File: config.mk
export PLATFORM = sky130hd
export DESIGN_NAME = osc_synth_top
export DESIGN_NICKNAME = d
export VERILOG_FILES = /design/src/hdl/osc_pkg.sv /design/src/hdl/voice_cfg_if.sv /design/src/hdl/osc_apb_regs.sv /design/src/hdl/osc_voice.sv /design/src/hdl/osc_mixer.sv /design/src/hdl/osc_synth_top.sv
export SDC_FILE = /design/constraint.sdc
export NUM_CORES = 1
export LEC_CHECK = 0
export ABC_AREA = 1
export BUFFER_PORTS_ARGS = -buffer_cell sky130_fd_sc_hd__clkbuf_2
export CAP_MARGIN = 25
export CORE_ASPECT_RATIO = 0.9
export CORE_UTILIZATION = 60
export DETAILED_ROUTE_END_ITERATION = 10
export PLACE_DENSITY_LB_ADDON = 0.08
export SLEW_MARGIN = 20
export SYNTH_ARGS = -nofsm -noshare
export SYNTH_HDL_FRONTEND = slang
export SYNTH_SLANG_ARGS = --single-unit
File: constraint.sdc
create_clock -name clk -period 6.6 [get_ports clk]
set_input_delay 0.66 -clock clk [delete_from_list [all_inputs] [get_ports clk]]
set_output_delay 0.66 -clock clk [all_outputs]
set_load 0.005 [all_outputs]
File: src/hdl/osc_pkg.sv
// shared types and register field layout for the oscillator
// APB data width is fixed at 32 for the whole design
`default_nettype none

package osc_pkg;

  ////////////////////////////////////////////////////////////
  // voice shape
  ////////////////////////////////////////////////////////////
  typedef enum logic [1:0] {
    OSC_SQUARE   = 2'd0,
    OSC_TRIANGLE = 2'd1,
    OSC_SAW      = 2'd2,
    OSC_SILENT   = 2'd3  // outputs zero
  } osc_shape_e;

  // word offset inside one voice window
  typedef enum logic [1:0] {
    REG_CTRL      = 2'd0,
    REG_PHASE_INC = 2'd1,
    REG_DUTY      = 2'd2,
    REG_RSVD      = 2'd3  // reads as zero
  } reg_offset_e;

  ////////////////////////////////////////////////////////////
  // control register fields
  ////////////////////////////////////////////////////////////
  localparam int CTRL_EN_BIT    = 0;
  localparam int CTRL_SHAPE_LSB = 1;  // bits 2:1
  localparam int SHAPE_W        = 2;
  localparam int CTRL_ATTEN_LSB = 4;  // bits 6:4
  localparam int ATTEN_W        = 3;

  localparam int VOICE_STRIDE = 16;   // bytes per voice window
  localparam int APB_DATA_W   = 32;

endpackage

`default_nettype wire

File: src/hdl/voice_cfg_if.sv
// settings of one voice, driven by the register block
`timescale 1ns/1ns
`default_nettype none

interface voice_cfg_if #(
  parameter int PHASE_W = 24
);

  logic                         en;
  osc_pkg::osc_shape_e          shape;
  logic [osc_pkg::ATTEN_W-1:0]  atten;     // arithmetic right shift
  logic [PHASE_W-1:0]           phase_inc; // added every enabled cycle
  logic [PHASE_W-1:0]           duty;      // square high while phase < duty

  modport regs (
    output en, shape, atten, phase_inc, duty
  );

  modport voice (
    input en, shape, atten, phase_inc, duty
  );

endinterface

`default_nettype wire

File: src/hdl/osc_apb_regs.sv
// APB3 slave without wait states or error responses; paddr[1:0] ignored
// needs PHASE_W <= 32 and APB_ADDR_W wide enough to address all voice windows
`timescale 1ns/1ns
`default_nettype none

module osc_apb_regs #(
  parameter int N_VOICES   = 4,
  parameter int PHASE_W    = 24,
  parameter int APB_ADDR_W = 8
)(
  input  wire                                 clk,
  input  wire                                 rst_n,

  input  wire                                 psel,
  input  wire                                 penable,
  input  wire                                 pwrite,
  input  wire        [APB_ADDR_W-1:0]         paddr,
  input  wire        [osc_pkg::APB_DATA_W-1:0] pwdata,
  output logic       [osc_pkg::APB_DATA_W-1:0] prdata,
  output logic                                pready,

  voice_cfg_if.regs                           cfg [N_VOICES]
);

  localparam int IDX_LSB = $clog2(osc_pkg::VOICE_STRIDE);
  localparam int IDX_W   = APB_ADDR_W - IDX_LSB;

  ////////////////////////////////////////////////////////////
  // address decode
  ////////////////////////////////////////////////////////////
  logic [IDX_W-1:0]     voice_idx;
  osc_pkg::reg_offset_e reg_off;
  logic                 wr_en;

  assign voice_idx = paddr[APB_ADDR_W-1:IDX_LSB];
  assign reg_off   = osc_pkg::reg_offset_e'(paddr[IDX_LSB-1:2]);
  assign wr_en     = psel && penable && pwrite;  // commits at end of access
  assign pready    = psel && penable;            // never stalls

  // per-voice storage, only the defined bits
  logic [N_VOICES-1:0]                        en_q;
  logic [N_VOICES-1:0][osc_pkg::SHAPE_W-1:0]  shape_q;
  logic [N_VOICES-1:0][osc_pkg::ATTEN_W-1:0]  atten_q;
  logic [N_VOICES-1:0][PHASE_W-1:0]           inc_q;
  logic [N_VOICES-1:0][PHASE_W-1:0]           duty_q;

  logic [osc_pkg::APB_DATA_W-1:0] rd_word;

  always_ff @(posedge clk or negedge rst_n) begin
    if (!rst_n) begin
      en_q    <= '0;
      shape_q <= '0;
      atten_q <= '0;
      inc_q   <= '0;
      duty_q  <= '0;
    end else if (wr_en) begin
      for (int v = 0; v < N_VOICES; v++) begin
        if (voice_idx == IDX_W'(v)) begin  // no match outside the windows
          case (reg_off)
            osc_pkg::REG_CTRL: begin
              en_q[v]    <= pwdata[osc_pkg::CTRL_EN_BIT];
              shape_q[v] <= pwdata[osc_pkg::CTRL_SHAPE_LSB +: osc_pkg::SHAPE_W];
              atten_q[v] <= pwdata[osc_pkg::CTRL_ATTEN_LSB +: osc_pkg::ATTEN_W];
            end
            osc_pkg::REG_PHASE_INC: inc_q[v]  <= pwdata[PHASE_W-1:0];
            osc_pkg::REG_DUTY:      duty_q[v] <= pwdata[PHASE_W-1:0];
            default: ;  // reserved word
          endcase
        end
      end
    end
  end

  ////////////////////////////////////////////////////////////
  // readback
  ////////////////////////////////////////////////////////////
  always_comb begin
    rd_word = '0;
    for (int v = 0; v < N_VOICES; v++) begin
      if (voice_idx == IDX_W'(v)) begin
        case (reg_off)
          osc_pkg::REG_CTRL: begin
            rd_word[osc_pkg::CTRL_EN_BIT] = en_q[v];
            rd_word[osc_pkg::CTRL_SHAPE_LSB +: osc_pkg::SHAPE_W] = shape_q[v];
            rd_word[osc_pkg::CTRL_ATTEN_LSB +: osc_pkg::ATTEN_W] = atten_q[v];
          end
          osc_pkg::REG_PHASE_INC: rd_word[PHASE_W-1:0] = inc_q[v];
          osc_pkg::REG_DUTY:      rd_word[PHASE_W-1:0] = duty_q[v];
          default:                rd_word = '0;
        endcase
      end
    end
  end

  // captured in setup phase, valid through access, zero otherwise
  always_ff @(posedge clk or negedge rst_n) begin
    if (!rst_n) begin
      prdata <= '0;
    end else if (psel && !penable && !pwrite) begin
      prdata <= rd_word;
    end else begin
      prdata <= '0;
    end
  end

  // fan the stored fields out to the voices
  for (genvar g = 0; g < N_VOICES; g++) begin : g_cfg
    assign cfg[g].en        = en_q[g];
    assign cfg[g].shape     = osc_pkg::osc_shape_e'(shape_q[g]);
    assign cfg[g].atten     = atten_q[g];
    assign cfg[g].phase_inc = inc_q[g];
    assign cfg[g].duty      = duty_q[g];
  end

endmodule

`default_nettype wire

File: src/hdl/osc_voice.sv
// one oscillator voice; needs PHASE_W >= WAVE_W
// sample lags the phase by one cycle and is zero while disabled
`timescale 1ns/1ns
`default_nettype none

module osc_voice #(
  parameter int PHASE_W = 24,
  parameter int WAVE_W  = 16
)(
  input  wire                       clk,
  input  wire                       rst_n,

  voice_cfg_if.voice                cfg,

  output logic signed [WAVE_W-1:0]  sample
);

  // full scale, symmetric around zero
  localparam logic signed [WAVE_W-1:0] FS = {1'b0, {(WAVE_W-1){1'b1}}};

  logic [PHASE_W-1:0]        phase;
  logic [WAVE_W-1:0]         u;       // top bits of the phase
  logic [WAVE_W-1:0]         fold;    // doubled ramp, mirrored on second half
  logic signed [WAVE_W-1:0]  shaped;

  assign u    = phase[PHASE_W-1 -: WAVE_W];
  assign fold = u[WAVE_W-1] ? ~(u << 1) : (u << 1);

  ////////////////////////////////////////////////////////////
  // shape select
  ////////////////////////////////////////////////////////////
  always_comb begin
    case (cfg.shape)
      osc_pkg::OSC_SQUARE: begin
        shaped = (phase < cfg.duty) ? FS : -FS;
      end
      osc_pkg::OSC_TRIANGLE: begin
        // offset binary to two's complement
        shaped = $signed({~fold[WAVE_W-1], fold[WAVE_W-2:0]});
      end
      osc_pkg::OSC_SAW: begin
        shaped = $signed({~u[WAVE_W-1], u[WAVE_W-2:0]});
      end
      default: begin
        shaped = '0;  // silent
      end
    endcase
  end

  // accumulator wraps mod 2^PHASE_W
  always_ff @(posedge clk or negedge rst_n) begin
    if (!rst_n) begin
      phase  <= '0;
      sample <= '0;
    end else if (cfg.en) begin
      phase  <= phase + cfg.phase_inc;
      sample <= shaped >>> cfg.atten;
    end else begin
      sample <= '0;  // phase holds
    end
  end

endmodule

`default_nettype wire

File: src/hdl/osc_mixer.sv
// sums all voice samples and clamps to the signed WAVE_W range
`timescale 1ns/1ns
`default_nettype none

module osc_mixer #(
  parameter int N_VOICES = 4,
  parameter int WAVE_W   = 16
)(
  input  wire                                      clk,
  input  wire                                      rst_n,

  input  wire signed [N_VOICES-1:0][WAVE_W-1:0]    samples,
  output logic signed [WAVE_W-1:0]                 waveform
);

  // room for the worst-case sum of all voices
  localparam int SUM_W = WAVE_W + $clog2(N_VOICES) + 1;

  localparam logic signed [WAVE_W-1:0] OUT_MAX = {1'b0, {(WAVE_W-1){1'b1}}};
  localparam logic signed [WAVE_W-1:0] OUT_MIN = {1'b1, {(WAVE_W-1){1'b0}}};

  logic signed [SUM_W-1:0]  sum;
  logic signed [WAVE_W-1:0] clamped;

  ////////////////////////////////////////////////////////////
  // sum and saturate
  ////////////////////////////////////////////////////////////
  always_comb begin
    sum = '0;
    for (int v = 0; v < N_VOICES; v++) begin
      sum = sum + $signed(samples[v]);  // element select is unsigned
    end
  end

  always_comb begin
    if (sum > OUT_MAX) begin
      clamped = OUT_MAX;
    end else if (sum < OUT_MIN) begin
      clamped = OUT_MIN;
    end else begin
      clamped = sum[WAVE_W-1:0];
    end
  end

  always_ff @(posedge clk or negedge rst_n) begin
    if (!rst_n) begin
      waveform <= '0;
    end else begin
      waveform <= clamped;  // one cycle after the samples
    end
  end

endmodule

`default_nettype wire

File: src/hdl/osc_synth_top.sv
// multi-voice oscillator with APB3 registers; single clock domain
// phase increments are written by software, no frequency divider
`timescale 1ns/1ns
`default_nettype none

module osc_synth_top #(
  parameter int N_VOICES   = 4,
  parameter int PHASE_W    = 24,
  parameter int WAVE_W     = 16,
  parameter int APB_ADDR_W = 8
)(
  input  wire                                  clk,
  input  wire                                  rst_n,

  // APB3 slave
  input  wire                                  psel,
  input  wire                                  penable,
  input  wire                                  pwrite,
  input  wire        [APB_ADDR_W-1:0]          paddr,
  input  wire        [osc_pkg::APB_DATA_W-1:0] pwdata,
  output logic       [osc_pkg::APB_DATA_W-1:0] prdata,
  output logic                                 pready,

  // mixed output, one sample per cycle
  output logic signed [WAVE_W-1:0]             waveform
);

  logic [N_VOICES-1:0][WAVE_W-1:0] voice_samples;

  voice_cfg_if #(.PHASE_W(PHASE_W)) cfg_if [N_VOICES] ();

  ////////////////////////////////////////////////////////////
  // register block
  ////////////////////////////////////////////////////////////
  osc_apb_regs #(
    .N_VOICES   ( N_VOICES   ),
    .PHASE_W    ( PHASE_W    ),
    .APB_ADDR_W ( APB_ADDR_W )
  ) regs_i0 (
    .clk        ( clk        ), // input
    .rst_n      ( rst_n      ), // input
    .psel       ( psel       ), // input
    .penable    ( penable    ), // input
    .pwrite     ( pwrite     ), // input
    .paddr      ( paddr      ), // input
    .pwdata     ( pwdata     ), // input
    .prdata     ( prdata     ), // output
    .pready     ( pready     ), // output
    .cfg        ( cfg_if     )  // one interface per voice
  );

  ////////////////////////////////////////////////////////////
  // voices
  ////////////////////////////////////////////////////////////
  for (genvar g = 0; g < N_VOICES; g++) begin : g_voice
    osc_voice #(
      .PHASE_W ( PHASE_W          ),
      .WAVE_W  ( WAVE_W           )
    ) voice_i (
      .clk     ( clk              ), // input
      .rst_n   ( rst_n            ), // input
      .cfg     ( cfg_if[g]        ),
      .sample  ( voice_samples[g] )  // output
    );
  end

  // mixer, registered and saturated
  osc_mixer #(
    .N_VOICES ( N_VOICES      ),
    .WAVE_W   ( WAVE_W        )
  ) mixer_i0 (
    .clk      ( clk           ), // input
    .rst_n    ( rst_n         ), // input
    .samples  ( voice_samples ), // input
    .waveform ( waveform      )  // output
  );

endmodule

`default_nettype wire

## After elaboration in Yosys (flattened, before gate mapping)

Cells that the tools add are included.

| storage, ports and cells | value |
|---|---|
| bits in registers | 424 |
| bits of input ports | 45 |
| output and inout bits | 49 |
| logic and storage cells | 138 |

| cells by class | value |
|---|---|
| add/subtract/negate cells | 7 |
| magnitude comparators | 6 |
| equal/unequal tests | 13 |
| shift operators | 4 |
| muxes and demuxes | 41 |
| bitwise gates (word level) | 12 |
| reduce and logical (&&, ||, !) cells | 25 |

Operators by type and width:

| kind | count |
|---|---|
| $mux 16 | 14 |
| $pmux 16 s3 | 4 |
| $pmux 17 s3 | 3 |
| $mux 32 | 4 |
| $add 24x24->24 | 4 |
| $lt 24x24->1 | 4 |
| $pmux 3 s3 | 8 |
| $not 16->16 | 4 |
| $sshr 16x3->16 | 4 |
| $reduce_and 3->1 | 12 |
| $pmux 17 s2 | 1 |
| $mux 24 | 1 |
| $add 19x16->19 | 1 |
| $gt 19x16->1 const B | 1 |
| $lt 19x16->1 const B | 1 |
| $add 17x16->18 | 1 |
| $add 16x16->17 | 1 |
| $mux 8 | 2 |
| $eq 2x1->1 const B | 5 |
| $eq 2x2->1 const B | 5 |
| $logic_not 2->1 | 5 |
| $pmux 1 s3 | 3 |
| $eq 4x2->1 const B | 2 |
| $not 1->1 | 8 |
| other kinds (6) | 10 |

## Logic depth before layout (Yosys ltp)

| depth | value |
|---|---|
| depth after elaboration | 10 |
| depth in mapped cells | 27 |
| gate-level depth less buffers | 26 |

## Cells and area by module

Synthesis repeated with hierarchy kept, for this count alone.

| unflattened totals | value |
|---|---|
| cells, all modules | 4041 |
| area total of the unflattened synthesis | 30127.6 sq um |

Modules (own cells, without submodules):

| module | instances | cells each | area each (sq um) |
|---|---|---|---|
| osc_apb_regs | 1 | 1131 | 10376.2 |
| osc_voice at g_voice[0].voice_i | 1 | 647 | 4294.1 |
| osc_voice at g_voice[3].voice_i | 1 | 634 | 4272.8 |
| osc_voice at g_voice[2].voice_i | 1 | 635 | 4261.6 |
| osc_voice at g_voice[1].voice_i | 1 | 637 | 4231.6 |
| osc_mixer | 1 | 357 | 2691.3 |

## Worst setup path after synthesis

No wires, ideal clock.

| timing path | value |
|---|---|
| path kind | register -> register |
| start point | register g_voice[0].voice_i.sample[3] |
| end point | register mixer_i0.waveform[13] |
| setup time | 0.117 ns |
| data arrival time | 3.821 ns |
| data required time | 6.483 ns |
| path slack | 2.662 ns |
| stages on the path, launching flop included | 23 |
| path buffers | 1 |
| cell sequence | dfrtp_1 -> fa_1 -> ha_1 -> a21o_1 -> nand3_1 -> nand2_1 -> nor2_1 -> o21ai_0 -> a21boi_0 -> o21ai_0 -> xor2_1 -> ha_1 -> a21o_1 -> a21oi_1 -> nor2_1 -> nor3_1 -> nand3_1 -> xor2_2 -> nand2_1 -> nand2_4 -> buf_8 -> nand2_1 -> nand2_1 |

| on the way | value |
|---|---|
| word-level cells in the longest chain between the ends | 6 |
| elaborated cells between the ends (all ways) | 7 |
| classes of those cells | add/sub (3); order compare (2); mux (2) |

Ends and longest elaborated chain:

| what | RTL line | RTL |
|---|---|---|
| from (decl) | osc_voice.sv:15 | `output logic signed [WAVE_W-1:0] sample` |
| from (signal assigned) | osc_voice.sv:57 | `sample <= shaped >>> cfg.atten;` |
| $add 16x16->17 (*) | osc_mixer.sv:31 | `sum = sum + $signed(samples[v]);` |
| $add 17x16->18 (*) | osc_mixer.sv:31 |  |
| $add 19x16->19 (*) | osc_mixer.sv:31 |  |
| $lt 19x16->1 | osc_mixer.sv:38 | `end else if (sum < OUT_MIN) begin` |
| $mux 16 | osc_mixer.sv:38 |  |
| $mux 16 (*) | osc_mixer.sv:36 | `if (sum > OUT_MAX) begin` |
| via mixer_i0.clamped[13] | osc_mixer.sv:23 | `logic signed [WAVE_W-1:0] clamped;` |
| to (signal assigned) | osc_mixer.sv:49 | `waveform <= clamped;` |
| to (decl) | osc_mixer.sv:13 | `output logic signed [WAVE_W-1:0] waveform` |

The timed path passes the listed nets; every way through them passes the cells marked *.
A chain may end at the register's enable or synchronous reset.

## Worst setup path after layout

| timing path | value |
|---|---|
| start point | register g_voice[0].voice_i.sample[4] |
| end point | register mixer_i0.waveform[6] |

Same word-level chain as after synthesis.

==> flow_summary.ini <==
[run_status]
status = finished, final reports clean

[setup_path]
critPathMaxStageDelay_ps = 480
slowest_stage = fa_1
reg2reg_depth = 19
crit_buf_inv = 1
crit_family = compound AO/OA/AOI/OAI gates
start_kind = flip-flop
arrival_ps = 4910
r2r-start = g_voice[0].voice_i.sample[4]
critPathCaptureType = flip-flop
crit_path_max_fanout = 15
rrSetupSlack_ps = 2150
cp_cell_sequence = fa_1 -> ha_1 -> a21oi_1 -> o21ai_0 -> a21oi_1 -> o21ai_0 -> a21boi_0 -> o21ai_0 -> xor2_1 -> ha_1 -> nand2_1 -> inv_1 -> nand3_1 -> nor2_1 -> nor3_1 -> nand3_1 -> xor2_2 -> o21ai_4 -> nand2_1
required_ps = 7060
cp_common_cell = o21ai_0
r2r-end = mixer_i0.waveform[6]
startpoint = g_voice[0].voice_i.sample[4]
crit_type = reg -> reg

[drt]
drc = 0
routed_wl_um = 90670
vias_per_cell = 5.761
wl_per_cell_um = 19.20
drt_first_pass_iters = 6
drt-initial-drc-count = 2883
vias = 27210
drtAntennaViolNets = 0

[job]
cap_viol_max_count = 0

[power]
swShare_pct = 38.08
p_switching_uw = 3374
seqPwrFrac_pct = 34.5
clkPwrFrac_pct = 31.8
intPower_uw = 5487
p_per_area_nw_per_um2 = 280.6
leakagePower_uw = 0.01561
ir_drop_uv = 214.0
p_comb_share_pct = 33.7

[layout]
fill_cells = 4272
final_cell_mix = 1141 x nand2_1, 543 x o21ai_0, 481 x inv_1, 416 x dfrtp_1, 304 x nand3_1
multi_input_area_sq_um = 16220
drive_gt1_share_pct = 5.690
regArea_sq_um = 10410
final_common_cell = nand2_1
final_nets = 4348
syn_to_final_growth_pct = 8.382
fin_area_sq_um = 31580

[clocking]
cts_htree_levels = 2
cts-root-buf = clkbuf_16
cts_buffers = 47
ctsHoldBuffers = 0
cts_setup_buffers = 0
clock_path_buffers = 3
clkTransAtPathRegs_ps = 60
cts_sinks = 416
cts_tree = done
cts_resized = 0
clkLatencyLatePin_ps = 610

[logic_synthesis]
synthArstFlopShare_pct = 100.0
syn_inst = 4063
synth-main-ff-cell = dfrtp_1
ys_seq_elements = 416
syn_area_sq_um = 29140
ys_warn_count = 0
syn_area_per_cell_sq_um = 7.172
synth-edff-count = 0
ys_seq_area_share_pct = 35.73
synthDistinctLibCells = 51

[placement]
post_dp_cell_area_sq_um = 29860
globalplace.congestion = 1.049
portBuffers = 75
dp_slack_ps = 2127
hpwlAfterDp_um = 68690

[die]
initial_core_util_pct = 60.80
pin_count = 94
fp-row-count = 76
dieWidth_um = 234.3
dieArea_sq_um = 49450
fp.dieH_um = 211.1
core_area_sq_um = 47930

[timing]
fin_crit_ps = 4449
slew_headroom_pct = 27.94
rsz0062_at_grt = no
tightest_slew_ps = 1074
skew_ps = 19.56
fin_ws_ps = 2151
finalMaxSlewViolations = 0
max_freq_mhz = 224.8
setup_violations = 0
period_share_pct = 67.41
setup_tns_ps = 0
finalHoldViolCount = 0

[grt]
grt_pass1_vias = 24970
antenna_found_initial = 5
grt-ovfl-total = 0
track_usage_pct = 37.42
grt_pass1_wl_um = 140600
grt_max_degree = 110

[worst_hold_path]
holdCritPathClass = in -> async
state kept, by name, indices dropped and copies added (netlist names):
name	cells
g_voice.voice_i.phase	96
regs_i0.cfg.duty	96
regs_i0.cfg.phase_inc	96
g_voice.voice_i.sample	64
regs_i0.prdata	24
mixer_i0.waveform	16
regs_i0.cfg.atten	12
regs_i0.cfg.shape	8
regs_i0.en_q	4
synthesized netlist by cell type, types with 22 or more instances:
master	count	area share [%]
dfrtp_1	416	36
o21ai_0	544	9.3
or2_2	34	0.73
ha_1	223	9.6
clkbuf_1	109	1.4
a31oi_1	38	0.82
xnor2_1	64	1.9
nand3_1	304	5.2
nand2_1	1141	15
buf_1	25	0.32
nor2_1	185	2.4
a21oi_1	212	3.6
fa_1	22	1.5
xor2_1	31	0.93
inv_1	482	6.2
worst max path at each step:
stage,end,cells past startpoint
2_1_floorplan,mixer_i0.waveform[13],22
3_3_place_gp,mixer_i0.waveform[6],19
3_5_place_dp,mixer_i0.waveform[6],19
4_1_cts,mixer_i0.waveform[6],19
5_1_grt,mixer_i0.waveform[6],19
6_report,mixer_i0.waveform[6],19
worst register-to-register path, cell delays in order, from the launching register on:
cell and delay, ps:
dfrtp_1 380, fa_1 480, ha_1 380, a21oi_1 220, o21ai_0 90, a21oi_1 300, o21ai_0 190, a21boi_0 310
o21ai_0 150, xor2_1 160, ha_1 360, nand2_1 100, inv_1 60, nand3_1 90, nor2_1 60, nor3_1 180
nand3_1 160, xor2_2 200, o21ai_4 330, nand2_1 120
through the flow:
step	total power, uW	hold WS, ps	utilization, %	instances
after floorplan	5263	364.4	-	4070
after global placement	5990	465.4	62.31	4629
after detailed placement	6025	472.5	62.31	4629
after CTS	8848	117.0	65.75	4715
after global routing	9484	154.6	65.88	4719
final	8861	73.67	65.90	4722
final cells by class:
cell class | instances | area share [%]
flip-flops and latches | 416 | 32.96
inverters | 495 | 5.887
well taps | 624 | 2.472
multi-input cells | 2995 | 51.36
clock inverters | 23 | 1.010
clock buffers | 63 | 4.207
repair buffers | 103 | 2.076
diodes | 3 | 0.02377
power groups by stage:
stage          combinational (uW)  sequential (uW)  clock [uW]
2_1_floorplan                2290             2970           0
3_3_place_gp                 2900             3090           0
3_5_place_dp                 2930             3090           0
4_1_cts                      2950             3050        2850
5_1_grt                      3440             3080        2960
6_report                     2990             3050        2820
kinds of logic after synthesis:
kind of cell             count (synthesis)  share of synthesized area [%]
other                                    1                        0.01287
AO/OA/AOI/OAI                          918                          17.03
buffers and inverters                  659                          8.742
adder cells (fa/ha/maj)                245                          11.09
AND/OR/NAND/NOR                       1728                          24.50
XOR/XNOR                                96                          2.911
flip-flops                             416                          35.73
metal layers:
layer	part of all wire [%]	vias up	global-route usage, %
met4	4.9	4	17.40
met1	44	12670	52.85
met3	8.8	194	7.640
li1	-	13320	-
met5	0.026	-	0
met2	43	1021	54.93
(Power assumes the default switching activity.)
